**src/source/renas_mem_consts.svh**
```systemverilog
`ifndef RENAS_MEM_CONSTS_SVH
`define RENAS_MEM_CONSTS_SVH

// ---------------------------------------------------------------------------
// main memory geometry
// ---------------------------------------------------------------------------

// word width of the sram and of the bus data
`define MEM_DATA_W 32

// sram depth in words
// index width follows as log2 of this
`define MEM_LINE 256

// first byte address that belongs to the memory
`define MEM_BASE 32'h0000_0400

// byte address bits below the word
// every transfer is one full aligned word
`define BYTE_OFFSET 2

`endif

```
**src/source/ahb_bus_pkg.sv**
```systemverilog
`include "renas_mem_consts.svh"

// ---------------------------------------------------------------------------
// bus side words of the ahb-like slave ports
// ---------------------------------------------------------------------------
package ahb_bus_pkg;

  // byte address as driven by the master
  // full 32-bit space, only a small window maps to the memory
  typedef logic [31:0] haddr_t;

  // read and write data word
  // same width as an sram word, so the sram reuses it
  typedef logic [`MEM_DATA_W-1:0] hdata_t;

endpackage

```
**src/source/mem_map_pkg.sv**
```systemverilog
`include "renas_mem_consts.svh"

// ---------------------------------------------------------------------------
// address map and port sequencing shared by both slave ports
// ---------------------------------------------------------------------------
package mem_map_pkg;
  import ahb_bus_pkg::*;

  // word index into the sram
  typedef logic [$clog2(`MEM_LINE)-1:0] word_idx_t;

  // per transfer sequence of a port controller
  // idle -> access (sram enabled) -> read (data registered) -> resp
  typedef enum logic [1:0]
  {
    port_idle,
    port_access,
    port_read,
    port_resp
  } port_state_t;

  // map a bus byte address onto a word of the sram
  // returns 1 only for an aligned address inside the window
  function automatic logic decode_addr
  (
    input  haddr_t    addr,
    output word_idx_t idx
  );
    haddr_t offset;
    logic   aligned;
    logic   in_range;
    offset   = addr - `MEM_BASE;
    aligned  = (addr[`BYTE_OFFSET-1:0] == '0);
    // below base wraps to a huge offset and fails the range test
    in_range = (offset < (`MEM_LINE << `BYTE_OFFSET));
    idx      = word_idx_t'(offset >> `BYTE_OFFSET);
    return aligned && in_range;
  endfunction

endpackage

```
**src/source/fetch_port.sv**
```systemverilog
`timescale 1ns/1ps

module fetch_port
(
  input  logic                   clk_l2,
  input  logic                   rst_n,
  // slave side of the fetch bus
  input  logic                   hsel,
  input  ahb_bus_pkg::haddr_t    haddr,
  output logic                   hreadyout,
  output logic                   hresp,
  output ahb_bus_pkg::hdata_t    hrdata,
  // sram read port
  output logic                   rd_en,
  output mem_map_pkg::word_idx_t rd_addr,
  input  ahb_bus_pkg::hdata_t    rd_data
);
  import mem_map_pkg::*;

  port_state_t state;

  // decode of the live address
  word_idx_t dec_idx;
  logic      dec_ok;

  // captured transfer
  word_idx_t idx_q;
  logic      valid_q;

  always_comb
  begin
    dec_ok = decode_addr(haddr, dec_idx);
  end

  // ---------------------------------------------------------------------------
  // transfer sequencing
  // ---------------------------------------------------------------------------
  always_ff @(posedge clk_l2 or negedge rst_n)
  begin
    if (!rst_n)
    begin
      state     <= port_idle;
      valid_q   <= 1'b0;
      hreadyout <= 1'b0;
      hresp     <= 1'b0;
      hrdata    <= '0;
    end
    else
    begin
      case (state)
        // E0, sample select and keep decode result
        port_idle:
        begin
          if (hsel)
          begin
            valid_q <= dec_ok;
            state   <= port_access;
          end
        end
        // E1, sram clocked when valid
        port_access:
          state <= port_read;
        // E2, hand registered word to the bus
        port_read:
        begin
          hreadyout <= 1'b1;
          hresp     <= !valid_q;
          hrdata    <= valid_q ? rd_data : '0;
          state     <= port_resp;
        end
        // E3, end of pulse, hsel ignored here
        port_resp:
        begin
          hreadyout <= 1'b0;
          hresp     <= 1'b0;
          hrdata    <= '0;
          state     <= port_idle;
        end
      endcase
    end
  end

  // word index of the accepted fetch
  always_ff @(posedge clk_l2)
  begin
    if ((state == port_idle) && hsel)
      idx_q <= dec_idx;
  end

  // sram read only for a good address
  assign rd_en   = (state == port_access) && valid_q;
  assign rd_addr = idx_q;

endmodule

```
**config.mk**
```make
export PLATFORM = sky130hd
export DESIGN_NAME = fetch_port
export DESIGN_NICKNAME = d
export VERILOG_FILES = /design/src/source/ahb_bus_pkg.sv /design/src/source/mem_map_pkg.sv /design/src/source/fetch_port.sv
export VERILOG_INCLUDE_DIRS = /design/src /design/src/source
export SDC_FILE = /design/constraint.sdc
export NUM_CORES = 1
export LEC_CHECK = 0
export ABC_AREA = 0
export BUFFER_PORTS_ARGS = -buffer_cell sky130_fd_sc_hd__buf_2
export CAP_MARGIN = 20
export CORE_ASPECT_RATIO = 1.5
export CORE_MARGIN = 2
export CORE_UTILIZATION = 42
export DETAILED_ROUTE_END_ITERATION = 12
export GPL_TIMING_DRIVEN = 0
export PLACE_DENSITY = 0.78
export SKIP_CTS_REPAIR_TIMING = 1
export SLEW_MARGIN = 20
export SYNTH_ARGS = -nofsm -noshare
export SYNTH_HDL_FRONTEND = slang
export SYNTH_SLANG_ARGS = --single-unit
```
**constraint.sdc**
```tcl
create_clock -name clk_l2 -period 2.5 [get_ports clk_l2]
set_clock_uncertainty 0.2 [all_clocks]
set_input_delay 0.375 -clock clk_l2 [delete_from_list [all_inputs] [get_ports clk_l2]]
set_output_delay 0.375 -clock clk_l2 [all_outputs]
set_load 0.02 [all_outputs]
```
Word-level counts from Yosys, hierarchy flattened --
Index checks and enable logic that the tools add are counted.
Storage, ports and cells: flip-flop bits (word level) 45, bits in latches 0, memory bits (writable) 0, memory bits (read-only) 0, input bits 67, logic and storage cells 26, memories kept 0
Cells by class: add/sub/neg operators 1, $mul 0, div/mod/pow operators 0, order comparisons 1, eq/ne operators 4, shifts and indexed selects 0, muxes and demuxes 6, bitwise operators 0, reductions and logical operators 8
Operators with widths (number):
- 32-bit case mux with 2 select lines | 1
- 32-bit by 11-bit < comparator with 1-bit output (second input constant) | 1
- 32-bit two-way mux | 1
- 32-bit by 11-bit subtractor with 32-bit output (second input constant) | 1
- 2-bit case mux with 4 select lines | 1
- 2-bit == test (second input constant) | 2
- 2-bit zero test | 2
- 1-bit case mux with 2 select lines | 2
- 1-bit logical AND | 3
- 2-bit by 1-bit == test with 1-bit output (second input constant) | 1
- 2-bit two-way mux | 1
- 2-bit inequality test (second input constant) | 1
- 2-bit AND reduction | 1
- 2-bit nonzero test | 1
- 1-bit zero test | 1

Depth between registers and ports, before layout --
Gate-level depths: netlist of run 1.
word-level depth 3, depth in mapped cells 7

Worst setup path after synthesis of run 1 --
Ideal clock, no wire load.
path kind input to register, from input port haddr[19], to register valid_q, setup time 0.144 ns, data arrival time 1.887 ns, required time 2.156 ns, setup slack 0.269 ns, stages 5, buffers on the path 0, cell sequence or4_4 or4_4 or3_1 a31oi_1 o32ai_1
Between the ends: word-level cells in the longest chain between the ends 3
Ends and longest elaborated chain:
- start, declared | RTL line fetch_port.sv:9 | input ahb_bus_pkg::haddr_t haddr,
- 32-bit by 11-bit subtractor with 32-bit output (no line)
- 32-bit by 11-bit < comparator with 1-bit output | RTL line mem_map_pkg.sv:35 | in_range = (offset < (`MEM_LINE << `BYTE_OFFSET));
- 1-bit logical AND | RTL line mem_map_pkg.sv:37 | return aligned && in_range;
- end signal, assigned | RTL line fetch_port.sv:56 | valid_q <= dec_ok;
- end, declared | RTL line fetch_port.sv:28 | logic valid_q;
No other way between the ends. A chain may end at the register's enable or synchronous reset.

Final worst setup path of run 1 --
Same ends and word-level chain as after synthesis.

==> summary.txt, run 1 <==
Run status
  • Status: complete, but fails checks
  • Failing checks: hold timing

CTS
  • Max Root-Sink Buffers: 2
  • CTS tree: done
  • Clk sinks: 45
  • H-tree lvl count: 2
  • Root Buffer: clkbuf_8
  • Clk slew on worst S/H paths: 0.08 ns
  • Total CTS buffers: 5
  • Clk_lat worst skew: roughly 0.29 ns

Placed design
  • Dpl ws: around 0.061 ns
  • Number of port buffers: 109
  • Placer Congestion: 0.705
  • Detailed Place HPWL: 3210 um
  • Placed Area: 2400 sq um

Detailed routing
  • # DRC: 0
  • Routed vias: approximately 1500
  • Vias/cell: 5.20
  • Post-Route WL: 4150 um
  • Initial DRC Count: 35
  • Pre-Repair DR Iteration Count: 4
  • Post-DRT Antenna Nets: 0
  • WL/cell: 14.1 um

Worst setup path
  • RR Endpoint: hrdata[8]
  • Element type at the critical path end: register
  • Critical Path Source Type: input port
  • RR Startpoint: state[0]
  • Worst-path maximum fanout: 4
  • Cells on worst reg2reg path: 6
  • R2R setup slack: 0.48 ns
  • Critical path type: input port to register
  • Worst EP required: 2.45 ns
  • Crit path launch: haddr[19]
  • Critical path arrival: 2.09 ns

Power and ir drop
  • Worst VDD drop: between 0.5 and 0.6 mV
  • Overall power: between 1.5 and 2 mW
  • Cell Pwr Density: 762 nW/um^2
  • Leak pwr: 1.36 nW

Yosys
  • Register bit total from synthesis: between 40 and 50
  • Syn avg cell area: between 10 and 15 sq um
  • Net Count, Synth: around 200
  • Ys flop type: dfrtp_1
  • Unique masters post-synth: 28
  • Cell count after synthesis: 131
  • Sequential share of the synthesized area: 0.649
  • Yosys warns: 0
  • Post-synth ARST share: 0.822
  • Mapped Area: 1800 sq um
  • Post-synth EDFFs: 8

Floorplan
  • FP Rows: 29
  • Die area: 4820 sq um
  • Starting Density: 0.430
  • Die Width: 57.4 um
  • Io pins: 110
  • DIE HEIGHT: 84.1 um
  • Core Region: 4170 sq um

Run
  • Max Cap Violations: 0

STA
  • Final WS setup: roughly 0.37 ns
  • Final period utilization: 0.853
  • Slew margin rel.: 0.464
  • Max Clock Freq: 469 MHz
  • Final Max Slew Viols: 0
  • RSZ-0062 raised after global routing: no
  • Endpoints failing setup: 0
  • Fin crit period: ~2.1 ns
  • Hold Vio Cnt, Final: 37
  • Fin Hold WS: -0.0337 ns
  • Total Negative Setup Slacks: 0 ns
  • Worst-margin pin slew: 0.805 ns

Min path
  • Worst min path class: input port to asynchronous set/reset pin

Global routing
  • Number of global-route vias before repair: 1480
  • First-pass GRT wire length: 6540 um
  • Largest net degree at the start of global routing: 38
  • Initial antenna violation count: 0
  • Total grt overflow: 0
  • GR peak layer: met2
  • Met1 Use GR: 0.193
  • GR Layer Usage met3: 0.0450
  • Grt met2 use: 0.309
  • Global Route Usage Sum: 0.175

Final layout
  • Post-layout util: 0.607
  • Inserted Diodes: 0
  • Layout cells sized above 1: 0.484
  • FILL cells: between 300 and 400
  • Area growth, synth to finish: 41.0%
  • Most frequent cells in the layout: 109 x buf_2, 37 x dfrtp_1, 32 x a22o_1
  • Design Area, Final: 2530 sq um
  • Total Nets Final: 319
  • Commonest non-fill, non-tap cell in the layout: buf_2
-- through the flow --
step	hold slack (ns)	cells
5_1_grt	0.0323	294
6_report	-0.0337	294
3_3_place_gp	0.278	286
2_1_floorplan	-0.121	131
4_1_cts	-0.0106	294
3_5_place_dp	0.285	286
-- worst max-delay path, cell delays in order --
cell	delay, ns
buf_2	0.11
or4_4	0.55
or4_4	0.44
or3_1	0.31
a31oi_1	0.19
o32ai_1	0.11
-- power breakdown --
part | internal, mW | switching [mW]
combinational | 0.148 | 0.311
sequential | 0.811 | 0.0298
clock | 0.397 | 0.233
-- cell type report --
cell class,count,area (sq um),area share
plain buffers,6,22.5,0.00889
clock buffers,5,68.8,0.0272
clock inverters,3,65.1,0.0257
inverters,4,15.0,0.00593
multi-input cells,76,592,0.234
flip-flops and latches,45,1170,0.460
well taps,46,57.6,0.0227
repair buffers,109,546,0.215
-- flip-flops by register name, summed over array words and instances (netlist names) --
register	count
valid_q	1
hrdata	32
state	2
hresp	1
hreadyout	1
rd_addr	8
-- cells by family (layout without fill, tap and decap cells) --
group / count (synthesis) / in the layout / share of synthesized area
compound gates: 39 / 39 / 0.183
xor+xnor: 2 / 2 / 0.00976
fa+ha+maj: 5 / 5 / 0.0348
buf+inv: 10 / 127 / 0.0209
flops: 45 / 45 / 0.649
mux: 3 / 3 / 0.0174
simple gates: 27 / 27 / 0.0843
-- how the worst max path moves through the flow --
stage                          to
after floorplan           valid_q
after global placement    valid_q
after detailed placement  valid_q
after CTS                 valid_q
after global routing      valid_q
final                     valid_q
-- synthesized netlist by cell type (3+ instances only) --
library cell	count	share of area
dfrtp_1	37	0.52
a22o_1	32	0.16
edfxtp_1	8	0.13
nor2_1	8	0.017
clkbuf_1	6	0.013
ha_1	5	0.035
inv_1	4	0.0084
nor3_1	4	0.011
nor4_1	3	0.010
-- layer usage --
metal,vias up,share of wire
li1,732,-
met3,4,0.064
met1,730,0.38
met4,0,0.0094
met5,-,0
met2,64,0.55
No activity file was read; power rests on OpenSTA's default activity.
==> run 2: changes to the inputs <==
--- a/config.mk
+++ b/config.mk
@@ -10,7 +10,7 @@
 export BUFFER_PORTS_ARGS = -buffer_cell sky130_fd_sc_hd__buf_2
 export CAP_MARGIN = 20
 export CORE_ASPECT_RATIO = 1.5
-export CORE_MARGIN = 2
+export CORE_MARGIN = 3
 export CORE_UTILIZATION = 42
 export DETAILED_ROUTE_END_ITERATION = 12
 export GPL_TIMING_DRIVEN = 0
==> run 2 against run 1 <==
The flow still finishes with violations (hold timing). Clock power is essentially flat. Largest power group unchanged. Design area about the same. Fmax fell by 0.14%. Power shrank 0.36%. Final cell count shrank 0.34%.
==> summary.txt, run 2 (synthesis gave the netlist of run 1 again) <==
Worst setup path
  • Element type at the critical path end: register
  • Most common cell on crit path: or4_4
  • Critical path type: input port to register
  • Buf/Inv on CP: 1
  • Critical path arrival: ~2.1 ns
  • Slowest-stage cell, CP: or4_4
  • Worst-path maximum fanout: 4
  • Worst EP required: about 2.5 ns
  • CP peak stage delay: 0.55 ns
  • Crit path max-delay family: simple AND/OR/NAND/NOR gates
  • Critical Path Source Type: input port
  • CP Cell Sequence: buf_2 -> or4_4 -> or4_4 -> or3_1 -> a31oi_1 -> o32ai_1

STA
  • RSZ-0062 raised after global routing: no
  • Endpoints failing setup: 0
  • Fin crit period: between 2 and 2.5 ns
  • Fin Hold WS: -0.0376 ns
  • Slew margin rel.: 0.480
  • Hold Vio Cnt, Final: 37
  • Total Negative Setup Slacks: 0 ns
  • Final Max Slew Viols: 0
  • Final period utilization: 0.854
  • Max Clock Freq: 468 MHz
  • Worst-margin pin slew: 0.781 ns

Detailed routing
  • Post-DRT Antenna Nets: 0
  • Met3 wire length: roughly 300 um
  • Pre-Repair DR Iteration Count: 4
  • Routed vias: 1503
  • Initial DRC Count: 54
  • M1 WL: ~1500 um
  • Post-Route WL: 4140 um
  • WL/cell: 14.1 um
  • Met2 routed WL: 2260 um
  • # DRC: 0
  • Vias/cell: just over 5
  • Top layer reached by signal wires: met4

Floorplan
  • Core Region: about 4000 sq um
  • Die Width: 59.4 um
  • Io pins: 110
  • Die area: 5110 sq um
  • FP Rows: 28
  • DIE HEIGHT: 86.1 um
  • Starting Density: 0.446

Power and ir drop
  • Cell Pwr Density: 759 nW/um^2
  • Overall power: approximately 1.9 mW
  • Worst VDD drop: 0.602 mV
  • Leak pwr: 1.36 nW

Final layout
  • FILL cells: 353
  • Area of the multi-input gates: 592 sq um
  • Total Nets Final: 319
  • Post-layout util: 0.628
  • Commonest non-fill, non-tap cell in the layout: buf_2
  • Number of flip-flops in the largest register: 32
  • Design Area, Final: about 2500 sq um
  • Inserted Diodes: 0
  • Register area: 1170 sq um
  • Layout cells sized above 1: 0.484
  • Area growth, synth to finish: 41.0%
  • Most frequent cells in the layout: 109 x buf_2, 37 x dfrtp_1, 32 x a22o_1
  • Biggest register: hrdata

Global routing
  • Largest net degree at the start of global routing: 38
  • Number of global-route vias before repair: 1510
  • First-pass GRT wire length: around 6500 um
  • Initial antenna violation count: 0
  • Global Route Usage Sum: 0.167
  • Total grt overflow: 0

Run status
  • Status: complete, but fails checks
  • Failing checks: hold timing

CTS
  • Clk_lat worst skew: between 0.2 and 0.3 ns
  • Root Buffer: clkbuf_8
  • Total CTS buffers: 5
  • H-tree lvl count: 2
  • CTS tree: done
  • Max Root-Sink Buffers: 2
  • Clk sinks: 45
  • Clk slew on worst S/H paths: 0.08 ns

Placed design
  • Detailed Place HPWL: 3220 um
  • Placer Congestion: roughly 0.70
  • Placed Area: 2400 sq um
  • Number of port buffers: ~110

Min path
  • Worst min path class: input port to asynchronous set/reset pin

Run
  • Max Cap Violations: 0
-- run 2: cell counts in the layout (fill, tap and decap cells not counted) --
No cell type changed its count.
-- run 2: report_power, final --
part | internal (mW) | leakage [nW] | switching, mW
Sequential | 0.811 | 0.582 | 0.0293
Combinational | 0.148 | 0.706 | 0.306
Clock | 0.397 | 0.0681 | 0.231
Total | 1.36 | 1.36 | 0.567
-- run 2: final cells by class --
class / count / share of cell area
multi-input cells: 76 / 0.234
plain buffers: 6 / 0.00890
well taps: 45 / 0.0222
flip-flops and latches: 45 / 0.461
clock inverters: 3 / 0.0257
clock buffers: 5 / 0.0272
inverters: 4 / 0.00593
repair buffers: 109 / 0.216
-- run 2: stage by stage --
stage               hold slack (ns)  cells  setup WS, ns
floorplan                    -0.121    131         0.269
global placement              0.274    285        0.0754
detailed placement            0.285    285        0.0662
CTS                         -0.0147    293         0.373
global route                 0.0271    293         0.258
finish                      -0.0376    293         0.365
-- run 2: path summary, 6_finish.rpt --
check / slack [ns] / depth (start not counted) / startpoint / end
worst max-delay path: 0.37 / 6 / haddr[19] / valid_q
worst min-delay path: -0.04 / 1 / rst_n / hrdata[3]
worst max register to register: 0.50 / 6 / state[0] / hrdata[20]
worst min register to register: 0.30 / 1 / hrdata[22] / hrdata[22]
max in group asynchronous: 1.64 / 1 / rst_n / hrdata[20]
min in group clk_l2: 0.06 / 1 / haddr[9] / rd_addr[7]
-- run 2: per-layer routing --
layer | vias to the layer above | track usage
met5 | - | 0
met4 | 0 | 0.0557
met3 | 5 | 0.0422
met2 | 61 | 0.307
met1 | 708 | 0.177
li1 | 729 | -
