==> src/source/renas_mem_consts.svh <==
`ifndef RENAS_MEM_CONSTS_SVH
`define RENAS_MEM_CONSTS_SVH

// ---------------------------------------------------------------------------
// main memory geometry
// ---------------------------------------------------------------------------

// word width of the sram and of the bus data
`define MEM_DATA_W 32

// sram depth in words
// index width follows as log2 of this
`define MEM_LINE 256

// first byte address that belongs to the memory
`define MEM_BASE 32'h0000_0400

// byte address bits below the word
// every transfer is one full aligned word
`define BYTE_OFFSET 2

`endif

==> src/source/ahb_bus_pkg.sv <==
`include "renas_mem_consts.svh"

// ---------------------------------------------------------------------------
// bus side words of the ahb-like slave ports
// ---------------------------------------------------------------------------
package ahb_bus_pkg;

  // byte address as driven by the master
  // full 32-bit space, only a small window maps to the memory
  typedef logic [31:0] haddr_t;

  // read and write data word
  // same width as an sram word, so the sram reuses it
  typedef logic [`MEM_DATA_W-1:0] hdata_t;

endpackage

==> src/source/mem_map_pkg.sv <==
`include "renas_mem_consts.svh"

// ---------------------------------------------------------------------------
// address map and port sequencing shared by both slave ports
// ---------------------------------------------------------------------------
package mem_map_pkg;
  import ahb_bus_pkg::*;

  // word index into the sram
  typedef logic [$clog2(`MEM_LINE)-1:0] word_idx_t;

  // per transfer sequence of a port controller
  // idle -> access (sram enabled) -> read (data registered) -> resp
  typedef enum logic [1:0]
  {
    port_idle,
    port_access,
    port_read,
    port_resp
  } port_state_t;

  // map a bus byte address onto a word of the sram
  // returns 1 only for an aligned address inside the window
  function automatic logic decode_addr
  (
    input  haddr_t    addr,
    output word_idx_t idx
  );
    haddr_t offset;
    logic   aligned;
    logic   in_range;
    offset   = addr - `MEM_BASE;
    aligned  = (addr[`BYTE_OFFSET-1:0] == '0);
    // below base wraps to a huge offset and fails the range test
    in_range = (offset < (`MEM_LINE << `BYTE_OFFSET));
    idx      = word_idx_t'(offset >> `BYTE_OFFSET);
    return aligned && in_range;
  endfunction

endpackage

==> src/source/data_port.sv <==
`timescale 1ns/1ps

module data_port
(
  input  logic                   clk_l2,
  input  logic                   rst_n,
  // slave side of the data bus
  input  logic                   hsel,
  input  logic                   hwrite,
  input  ahb_bus_pkg::haddr_t    haddr,
  input  ahb_bus_pkg::hdata_t    hwdata,
  output logic                   hreadyout,
  output logic                   hresp,
  output ahb_bus_pkg::hdata_t    hrdata,
  // sram read/write port
  output logic                   rw_en,
  output logic                   rw_we,
  output mem_map_pkg::word_idx_t rw_addr,
  output ahb_bus_pkg::hdata_t    rw_wdata,
  input  ahb_bus_pkg::hdata_t    rw_rdata
);
  import ahb_bus_pkg::*;
  import mem_map_pkg::*;

  port_state_t state;

  // decode of the live address
  word_idx_t dec_idx;
  logic      dec_ok;

  // captured transfer, control part
  logic valid_q;
  logic write_q;

  // captured transfer, payload part
  word_idx_t idx_q;
  hdata_t    wdata_q;

  always_comb
  begin
    dec_ok = decode_addr(haddr, dec_idx);
  end

  // ---------------------------------------------------------------------------
  // transfer sequencing
  // ---------------------------------------------------------------------------
  always_ff @(posedge clk_l2 or negedge rst_n)
  begin
    if (!rst_n)
    begin
      state     <= port_idle;
      valid_q   <= 1'b0;
      write_q   <= 1'b0;
      hreadyout <= 1'b0;
      hresp     <= 1'b0;
      hrdata    <= '0;
    end
    else
    begin
      case (state)
        // E0, accept and remember direction
        port_idle:
        begin
          if (hsel)
          begin
            valid_q <= dec_ok;
            write_q <= hwrite;
            state   <= port_access;
          end
        end
        // E1, store lands here on a good write
        port_access:
          state <= port_read;
        // E2, response pulse
        // load gets the word, store and error get zero
        port_read:
        begin
          hreadyout <= 1'b1;
          hresp     <= !valid_q;
          hrdata    <= (valid_q && !write_q) ? rw_rdata : '0;
          state     <= port_resp;
        end
        // E3, back to idle, no sample this edge
        port_resp:
        begin
          hreadyout <= 1'b0;
          hresp     <= 1'b0;
          hrdata    <= '0;
          state     <= port_idle;
        end
      endcase
    end
  end

  // address and write word of the accepted transfer
  always_ff @(posedge clk_l2)
  begin
    if ((state == port_idle) && hsel)
    begin
      idx_q   <= dec_idx;
      wdata_q <= hwdata;
    end
  end

  // ---------------------------------------------------------------------------
  // sram side
  // ---------------------------------------------------------------------------
  // bad address never touches the array
  assign rw_en    = (state == port_access) && valid_q;
  assign rw_we    = rw_en && write_q;
  assign rw_addr  = idx_q;
  assign rw_wdata = wdata_q;

endmodule

==> config.mk <==
export PLATFORM = sky130hd
export DESIGN_NAME = data_port
export DESIGN_NICKNAME = d
export VERILOG_FILES = /design/src/source/ahb_bus_pkg.sv /design/src/source/mem_map_pkg.sv /design/src/source/data_port.sv
export VERILOG_INCLUDE_DIRS = /design/src /design/src/source
export SDC_FILE = /design/constraint.sdc
export NUM_CORES = 1
export LEC_CHECK = 0
export CORE_MARGIN = 3
export CORE_UTILIZATION = 61
export DETAILED_ROUTE_END_ITERATION = 12
export DONT_BUFFER_PORTS = 1
export PLACE_DENSITY = 0.88
export SKIP_CTS_REPAIR_TIMING = 1
export SLEW_MARGIN = 10
export SYNTH_ARGS = -nofsm -noshare
export SYNTH_HDL_FRONTEND = slang
export SYNTH_SLANG_ARGS = --single-unit
==> constraint.sdc <==
create_clock -name clk_l2 -period 2.3 [get_ports clk_l2]
set_clock_uncertainty 0.2 [all_clocks]
set_input_delay 0.23 -clock clk_l2 [delete_from_list [all_inputs] [get_ports clk_l2]]
set_output_delay 0.23 -clock clk_l2 [all_outputs]
set_load 0.01 [all_outputs]
; ---- Word level (Yosys, flattened, before mapping)
; Cells that the tools add are included.
[word_totals]
out_inout_bits = 76
regBits = 78
ram_bits = 0
n_memories = 0
latch_bits = 0
mem_bits_ro = 0
[op_classes]
order_cmp = 1
reduce_logical = 11
n_mux = 6
shift = 0
n_div = 0
bitwise = 0
add_sub_neg = 1
mul = 0
n_eq_ne = 4
[ops]
columns = operator, count
row1 = 32-bit case mux with 2 select lines, 1
row2 = "32-bit by 11-bit < comparator with 1-bit output, second input constant", 1
row3 = 32-bit two-way mux, 1
row4 = "32-bit by 11-bit subtractor with 32-bit output, second input constant", 1
row5 = 2-bit case mux with 4 select lines, 1
row6 = 1-bit logical AND, 5
row7 = "2-bit == test, second input constant", 2
row8 = 2-bit zero test, 2
row9 = 1-bit case mux with 2 select lines, 2
row10 = "2-bit by 1-bit == test with 1-bit output, second input constant", 1
row11 = 1-bit zero test, 2
row12 = 2-bit two-way mux, 1
row13 = "2-bit != test, second input constant", 1
row14 = 2-bit AND reduction, 1
row15 = 2-bit nonzero test, 1

; ---- Longest topological paths before layout
; Gate-level depths: netlist (run 1).
[depth]
word_depth = 4
ltp_mapped = 5

; ---- Least setup slack after synthesis (run 1)
; No wires, ideal clock.
[synth_path]
kind = reg2reg
start = register state[0]
end = register idx_q[0] (netlist: rw_addr[0]), enable pin
setup_ns = 0.394
arrival_ns = 1.540
period_less_slack_ns = 2.135
n_path_buf = 0
path_slack_ns = 0.165
path_stages_with_launch = 5
path_cell_list = dfrtp_1 inv_1 ha_1 nand2_1 inv_1
[synth_between]
elab_chain_cells = 2
[synth_rtl]
columns = element, line
row1 = start: declaration, data_port.sv:25  ; port_state_t state;
row2 = start signal: assignment, data_port.sv:51  ; state <= port_idle;
row3 = start signal: assignment, data_port.sv:68  ; state <= port_access;
row4 = start signal: assignment, data_port.sv:73  ; state <= port_read;
row5 = 2-bit zero test, data_port.sv:98  ; if ((state == port_idle) && hsel)
row6 = 1-bit logical AND, data_port.sv:98
row7 = end signal: assignment, data_port.sv:100  ; idx_q <= dec_idx;
row8 = end: declaration, data_port.sv:36  ; word_idx_t idx_q;
; No other way between the ends.
; A chain may end at the register's enable or synchronous reset.

; ---- Final worst setup path (run 1)
[layout_path]
start = input haddr[14]
end = register valid_q
[layout_between]
elab_chain_cells = 3
[layout_rtl]
columns = element, line
row1 = start: declaration, data_port.sv:10  ; input ahb_bus_pkg::haddr_t haddr,
row2 = 32-bit by 11-bit subtractor with 32-bit output (no source line), --
row3 = 32-bit by 11-bit < comparator with 1-bit output, mem_map_pkg.sv:35  ; in_range = (offset < (`MEM_LINE << `BYTE_OFFSET));
row4 = 1-bit logical AND, mem_map_pkg.sv:37  ; return aligned && in_range;
row5 = end signal: assignment, data_port.sv:66  ; valid_q <= dec_ok;
row6 = end: declaration, data_port.sv:32  ; logic valid_q;
; No other way between the ends.

==> impl_metrics.ini, run 1 <==
[outcome]
run_status = finished with violations
violations = negative setup slack

[timing]
min_period_ns = 2.55
slew_headroom_pct = 63.5
timing.final.crit_share_pct = 111
max_freq_mhz = 393
hold_violations = 0
worstMarginPinSlew_ns = 0.546
postLayoutSetupSlackWorst_ns = -0.246
drv_slew = 0
hold_ws_ns = 0.0807
final-setup-viol-count = 1

[worst_hold_path]
hold_path.class = input pin to flip-flop
min_to = valid_q
worstHoldPathCells = 3
hp-start = haddr[30]

[placement]
port_buffers = 0
dp_hpwl_microns = 4340
pre_cts_ws_ns = 0.381
place_congestion = 0.930

[die]
chipHeight_microns = 73.6
initial_utilization_pct = 66.3
design.die.area_sq_um = 5410
core_sq_um = 4200
die_x_microns = 73.6
row_count = 23
io-pin-count = 176

[setup_path]
worst-path-buf-inv = 2
reg2reg_depth = 5
critPathRequiredTime_ns = 2.29
crit_path_max_incr_delay_ns = 0.70
cp_cell_sequence = dlygate4sd3_1 > nor4b_1 > dlygate4sd3_1 > nand4_1 > o41ai_1
cp.arrival_ns = 2.53
cp_slowest_cell = dlygate4sd3_1
crit_fanout = 1
crit_top_cell = dlygate4sd3_1
start_kind = input pin
worst-setup-path-type = input pin to flip-flop
endpoint_kind = flip-flop
rrSetupSlack_ns = 0.16
path_depth = 5
crit_family = buffers and inverters
r2r_end = hrdata[13]
r2r-start = state[0]

[logic_synthesis]
avgSynthCellArea_sq_um = 18.1
synth.top_cell.area_share_pct = 43.1
yosysTopAreaCell = edfxtp_1
synth_edf_count = 40
synthTopCellsByCount = edfxtp_1 (40), dfrtp_1 (38), a22o_2 (26), a22o_1 (6)
yosysSeqAreaShare_pct = 77.3
synthCells = 154
ys.flop_type = edfxtp_1
yosysMostFrequentCell = edfxtp_1
synthArstFlopShare_pct = 48.7
synth_area_sq_um = 2780
synth_nets = 259
yosysWarnings = 0
yosys-top-cells-area = edfxtp_1 (43%), dfrtp_1 (34%), a22o_2 (9.3%)
yosysUniqueCellTypes = 26
ys_seq_elements = 78

[pwr]
irDropWorstVdd_mv = 0.582
cellPowerDensity_nw_per_um2 = 928
power_mw = 3.69
power.leakage_nw = 1.65

[global_route]
grt_pass1_wl_microns = 8130
grt_usage_pct = 20.8
grt_antenna_before_repair = 2
grt_pass1_vias = 1442
grt_max_degree = 41
gr-total-overflow = 0

[cts]
cts_tree = built
cts_made_buffers = 9
cts_max_path_buffers = 2
worstSkewPairLatency_ns = 0.33
cts_max_level = 3
cts.sinks = 78
cts_root_buf = clkbuf_8
path_clk_slew_ns = 0.08

[drt]
wirelength_microns = 10300
via_per_inst = 6.61
drtPass1Iterations = 5
drc = 0
routedWlPerCell_microns = 33.3
drt_iter0_drc = 239
num_vias = 2036
antenna_left = 0

[finish]
drive_gt1_share_pct = 20.0
fillerInstances = 96
nNetsFinal = 355
area_growth_pct = 42.8

[run]
maxCapViolCount = 0
==> flip-flops by register name (all words and copies together), names as in the netlist <==
| name | count |
|---|---|
| hrdata | 32 |
| hreadyout | 1 |
| hresp | 1 |
| rw_addr | 8 |
| rw_wdata | 32 |
| state | 2 |
| valid_q | 1 |
| write_q | 1 |
==> worst max-delay path by stage <==
stage | start | slack, ns | endpoint
3_5_place_dp | state[0] | 0.38 | hrdata[28]
2_1_floorplan | state[0] | 0.17 | rw_addr[0]
3_3_place_gp | state[0] | 0.49 | hrdata[3]
4_1_cts | state[0] | 0.36 | hrdata[10]
6_report | haddr[14] | -0.25 | valid_q
5_1_grt | haddr[14] | -0.26 | valid_q
==> kinds of logic after synthesis <==
family	count (synthesis)	synth area share, %
AOI/OAI and AO/OA	36	12.1
DFF	78	77.3
buffers and inverters	11	2.29
adders and majority gates	5	2.25
muxes	3	1.17
and+or+nand+nor	21	4.85
==> report_power, final <==
| group | internal [mW] | switching, mW | total [mW] |
|---|---|---|---|
| clock network | 0.676 | 0.515 | 1.19 |
| logic | 0.239 | 0.414 | 0.653 |
| registers | 1.68 | 0.168 | 1.84 |
| total | 2.59 | 1.10 | 3.69 |
==> cell usage in the layout, fill, tap and decap left out, types with 2 or more instances in the layout <==
cell,instances
edfxtp_1,40
nor4_1,4
buf_12,3
dlygate4sd3_1,87
dfrtp_1,38
a22o_2,26
nor2_1,4
mux2_2,2
bufinv_16,2
clkbuf_1,2
clkinv_2,2
diode_2,3
inv_1,4
a22o_1,6
nor4b_1,2
nand2_1,3
clkbuf_8,9
ha_1,5
==> tightest hold or removal path, cell delays in order <==
cell and delay, ns:
inv_1 0.03, a31oi_1 0.18, o41ai_1 0.13
==> routing by layer <==
metal | track usage, % | share of wire [%] | vias to the layer above
li1 | - | - | 786
met1 | 24.1 | 31 | 987
met2 | 33.4 | 51 | 216
met3 | 10.1 | 11 | 47
met4 | 7.85 | 6.2 | 0
met5 | 0 | 0 | -
==> final cells by class <==
type | instances | area [sq um] | area share, %
inverters | 5 | 18.8 | 0.472
well taps | 50 | 62.6 | 1.57
flip-flops and latches | 78 | 2150 | 54.1
repair buffers | 91 | 938 | 23.6
multi-input cells | 65 | 571 | 14.3
clock buffers | 12 | 156 | 3.93
clock inverters | 4 | 70.1 | 1.76
diodes | 3 | 7.51 | 0.189
==> stage by stage <==
stage          TNS, ns  std cells  util [%]  instance area [sq um]
5_1_grt         -0.257        307      94.6                   3970
6_report        -0.246        308      94.6                   3980
4_1_cts              0        217      73.3                   3080
3_3_place_gp         0        201      67.9                   2850
3_5_place_dp         0        201      67.9                   2850
2_1_floorplan        0        154         -                   2780
(Power assumes the default switching activity.)
==> run 2, diff against run 1 <==
Settings changed: CORE_UTILIZATION 61 to 30, PLACE_DENSITY 0.88 to 0.55.
==> impl_metrics.ini, run 2 (synthesis gave the netlist of run 1 again) <==
[timing]
postLayoutSetupSlackWorst_ns = 0.0962
hold_ws_ns = 0.0648
worstMarginPinSlew_ns = 0.418
hold_violations = 0
timing.setup.tns_ns = 0
timing.final.crit_share_pct = 95.8
drv_slew = 0
final-setup-viol-count = 0
max_freq_mhz = 454
min_period_ns = 2.20
slew_headroom_pct = 72.1

[pwr]
irDropWorstVdd_mv = 0.379
power.leakage_nw = 1.62
power_mw = 3.45
cellPowerDensity_nw_per_um2 = 861

[finish]
utilization_pct = 45.3
layout_commonest_cell = dlygate4sd3_1
final_cell_area_sq_um = 4010
drive_gt1_share_pct = 20.8
nNetsFinal = 355
fillerInstances = 737
antennaDiodeCount = 0
layout_common_cells = dlygate4sd3_1 (86), edfxtp_1 (40), dfrtp_1 (38), a22o_2 (26), clkbuf_8 (9)
area_growth_pct = 44.0
instances_no_fill = 363

[die]
core_sq_um = 8850
design.die.area_sq_um = 10500
initial_utilization_pct = 31.5
chipHeight_microns = 102
row_count = 34
io-pin-count = 176
die_x_microns = 102

[global_route]
grt_usage_pct = 11.2
grt_antenna_before_repair = 0
gr-total-overflow = 0
grt_max_degree = 41
grt_pass1_wl_microns = 8270
grt_pass1_vias = 1431

[drt]
drc = 0
routedWlPerCell_microns = 20.9
via_per_inst = 4.97
wirelength_microns = 7590
drtPass1Iterations = 4
antenna_left = 0
drt_iter0_drc = 72
num_vias = 1804

[cts]
cts_root_buf = clkbuf_8
cts_max_level = 3
cts_tree = built
cts.sinks = 78
cts_made_buffers = 9
worstSkewPairLatency_ns = 0.34
path_clk_slew_ns = 0.08
cts_max_path_buffers = 2

[setup_path]
worst-setup-path-type = input pin to flip-flop
r2r_end = hrdata[11]
start_kind = input pin
cp.arrival_ns = 2.24
critPathRequiredTime_ns = 2.33
crit_fanout = 1
r2r-start = state[0]
cp_slowest_cell = dlygate4sd3_1
rrSetupSlack_ns = 0.38
crit_family = buffers and inverters
endpoint_kind = flip-flop
cp_cell_sequence = dlygate4sd3_1 > nor2_1 > dlygate4sd3_1 > nand2_1 > dlygate4sd3_1 > o41ai_1
reg2reg_depth = 5
crit_path_max_incr_delay_ns = 0.56
crit_top_cell = dlygate4sd3_1
worst-path-buf-inv = 3

[worst_hold_path]
hp-start = haddr[30]
worstHoldPathCells = 3
min_to = valid_q
hold_path.class = input pin to flip-flop

[placement]
port_buffers = 0
pre_cts_ws_ns = 0.111
place_congestion = 0.730
dp_hpwl_microns = 4670
place_area_sq_um = 2920
dp_cells = 260

[run]
maxCapViolCount = 0

[outcome]
run_status = completed
[run 2: worst register-to-register path: stages, from the launching register on]
cell     delay [ns]
dfrtp_1        0.37
inv_1          0.09
ha_1           0.30
nor2_4         0.39
buf_4          0.32
a22o_2         0.19
[run 2: worst max-delay path by stage]
stage               startpoint    endpoint  slack (ns)  cells past startpoint
floorplan             state[0]  rw_addr[0]        0.17                      4
global placement      state[0]  hrdata[11]        0.20                      5
detailed placement    state[0]   hrdata[9]        0.11                      5
CTS                   state[0]   hrdata[9]        0.11                      5
global route         haddr[23]     valid_q      -0.004                      6
finish               haddr[23]     valid_q         0.1                      6
[run 2: per-layer routing]
metal  vias to the layer above  global-route usage (%)  part of all wire (%)
li1                        789                       -                     -
met2                       142                    18.6                    50
met3                        10                    6.01                    11
met1                       863                    11.9                    38
met4                         0                    4.54                   1.1
met5                         -                       0                     0
[run 2: cell type report]
type	instances	area [sq um]	share of cell area, %
sequential	78	2150	53.7
timing repair buffer	91	931	23.2
multi-input combinational	65	576	14.4
tap	108	135	3.37
clock buffer	10	128	3.18
clock inverter	6	70.1	1.75
inverter	5	18.8	0.468
[run 2: power breakdown]
part	total (mW)	leakage [nW]	internal [mW]	switching, mW
sequential	1.83	0.888	1.68	0.151
clock	1.01	0.0895	0.509	0.499
combinational	0.616	0.641	0.240	0.377
total	3.45	1.62	2.42	1.03
==> run 3, diff against run 2 <==
Settings changed: BUFFER_PORTS_ARGS set to -buffer_cell sky130_fd_sc_hd__buf_2, DONT_BUFFER_PORTS 1 to unset, PLACE_DENSITY 0.55 to 0.71.
==> impl_metrics.ini, run 3 (synthesis gave the netlist of run 1 again) <==
[global_route]
grt_pass1_vias = 2052
grt_usage_pct = 13.6
grt_pass1_wl_microns = 10600
grtUsageMet2_pct = 21.9
grt_antenna_before_repair = 0
grt_max_degree = 41
globalRouteMet1Util_pct = 16.2
grtUsageMet3_pct = 5.39
gr-total-overflow = 0
grt_most_used_layer = met2

[worst_hold_path]
worstHoldPathCells = 4
min_to = valid_q
hp-start = haddr[25]
hold_path.class = input pin to flip-flop

[drt]
num_vias = 2389
drt_iter0_drc = 61
antenna_left = 0
routedWlPerCell_microns = 16.5
wirelength_microns = 8780
drtPass1Iterations = 4
drc = 0
via_per_inst = 4.50

[die]
core_sq_um = 8850
initial_utilization_pct = 31.5
design.die.area_sq_um = 10500
row_count = 34
io-pin-count = 176
chipHeight_microns = 102
die_x_microns = 102

[finish]
utilization_pct = 54.2
final-seq-area_sq_um = 2150
area_growth_pct = 72.4
layout_common_cells = buf_2 (175), dlygate4sd3_1 (80), edfxtp_1 (40), dfrtp_1 (38), a22o_2 (26)
drive_gt1_share_pct = 53.9
multiInputGateArea_sq_um = 571
fillerInstances = 722
antennaDiodeCount = 0
nNetsFinal = 523
layout_commonest_cell = buf_2

[setup_path]
reg2reg_depth = 5
start_kind = flip-flop
critPathRequiredTime_ns = 2.39
endpoint_kind = flip-flop
rrSetupSlack_ns = 0.27
crit_fanout = 20
cp.arrival_ns = 2.12
r2r_end = hrdata[7]
worst-setup-path-type = flip-flop to flip-flop
r2r-start = state[0]

[cts]
cts.sinks = 78
worstSkewPairLatency_ns = 0.34
cts_made_buffers = 9
cts_tree = built
cts_max_level = 3
cts_root_buf = clkbuf_8
cts_max_path_buffers = 2
path_clk_slew_ns = 0.09

[run]
maxCapViolCount = 0

[pwr]
cellPowerDensity_nw_per_um2 = 756
power.leakage_nw = 2.34
irDropWorstVdd_mv = 0.298

[outcome]
run_status = finished with violations
violations = negative hold slack

[timing]
drv_slew = 0
hold_ws_ns = -0.00876
worstMarginPinSlew_ns = 0.851
rsz0062_at_grt = false
slew_headroom_pct = 43.3
final-setup-viol-count = 0
max_freq_mhz = 492
timing.final.crit_share_pct = 88.3
min_period_ns = 2.03
hold_violations = 1
postLayoutSetupSlackWorst_ns = 0.269
timing.setup.tns_ns = 0

[placement]
port_buffers = 175
place_congestion = 0.776
dp_hpwl_microns = 5600
pre_cts_ws_ns = 0.213
## run 3: cell types whose count changed in the layout (fill, tap and decap cells not counted)
cell	change
dlygate4sd3_1	-6
clkinv_4	+1
inv_8	+1
clkinv_2	+1
clkinvlp_4	-2
buf_2	+175
nor2_4	-1
buf_16	-1
nor2_2	+1
clkbuf_1	-1
## run 3: worst max path at each step
stage	from	endpoint	slack, ns	depth (start not counted)
floorplan	state[0]	rw_addr[0]	0.17	4
global placement	state[0]	hrdata[6]	0.30	5
detailed placement	state[0]	hrdata[6]	0.21	5
CTS	state[0]	hrdata[7]	0.20	5
global route	state[0]	hrdata[0]	0.1	5
finish	state[0]	hrdata[7]	0.27	5
## run 3: cell type report
class                      instances  area share (%)
tap                              108            2.82
timing repair buffer             259            35.8
inverter                           5           0.391
clock inverter                     7            1.67
clock buffer                       9            2.58
sequential                        78            44.8
multi-input combinational         65            11.9
## run 3: metrics by stage
| stage | instances | instance area [sq um] | power (mW) | hold slack (ns) |
|---|---|---|---|---|
| global route | 531 | 4800 | 3.84 | 0.0220 |
| finish | 531 | 4800 | 3.63 | -0.00876 |
| floorplan | 154 | 2780 | 2.15 | -0.266 |
| CTS | 451 | 4000 | 3.58 | -0.194 |
| detailed placement | 435 | 3790 | 2.52 | 0.194 |
| global placement | 435 | 3790 | 2.48 | 0.170 |
## run 3: worst max-delay path: stages, from the launching register on
cell     delay (ns)
dfrtp_1        0.39
inv_1          0.10
ha_1           0.28
nor2_2         0.47
buf_4          0.34
a22o_2         0.19
## run 3: per-layer routing
metal	wire (microns)	share of wire, %
met5	0	0
met2	4310	49
met4	111	1.3
met3	812	9.3
met1	3550	40
## run 3: where the power goes
part           internal, mW  switching [mW]  total [mW]
clock network         0.516           0.530        1.05
logic                 0.358           0.483       0.841
registers              1.67          0.0736        1.74
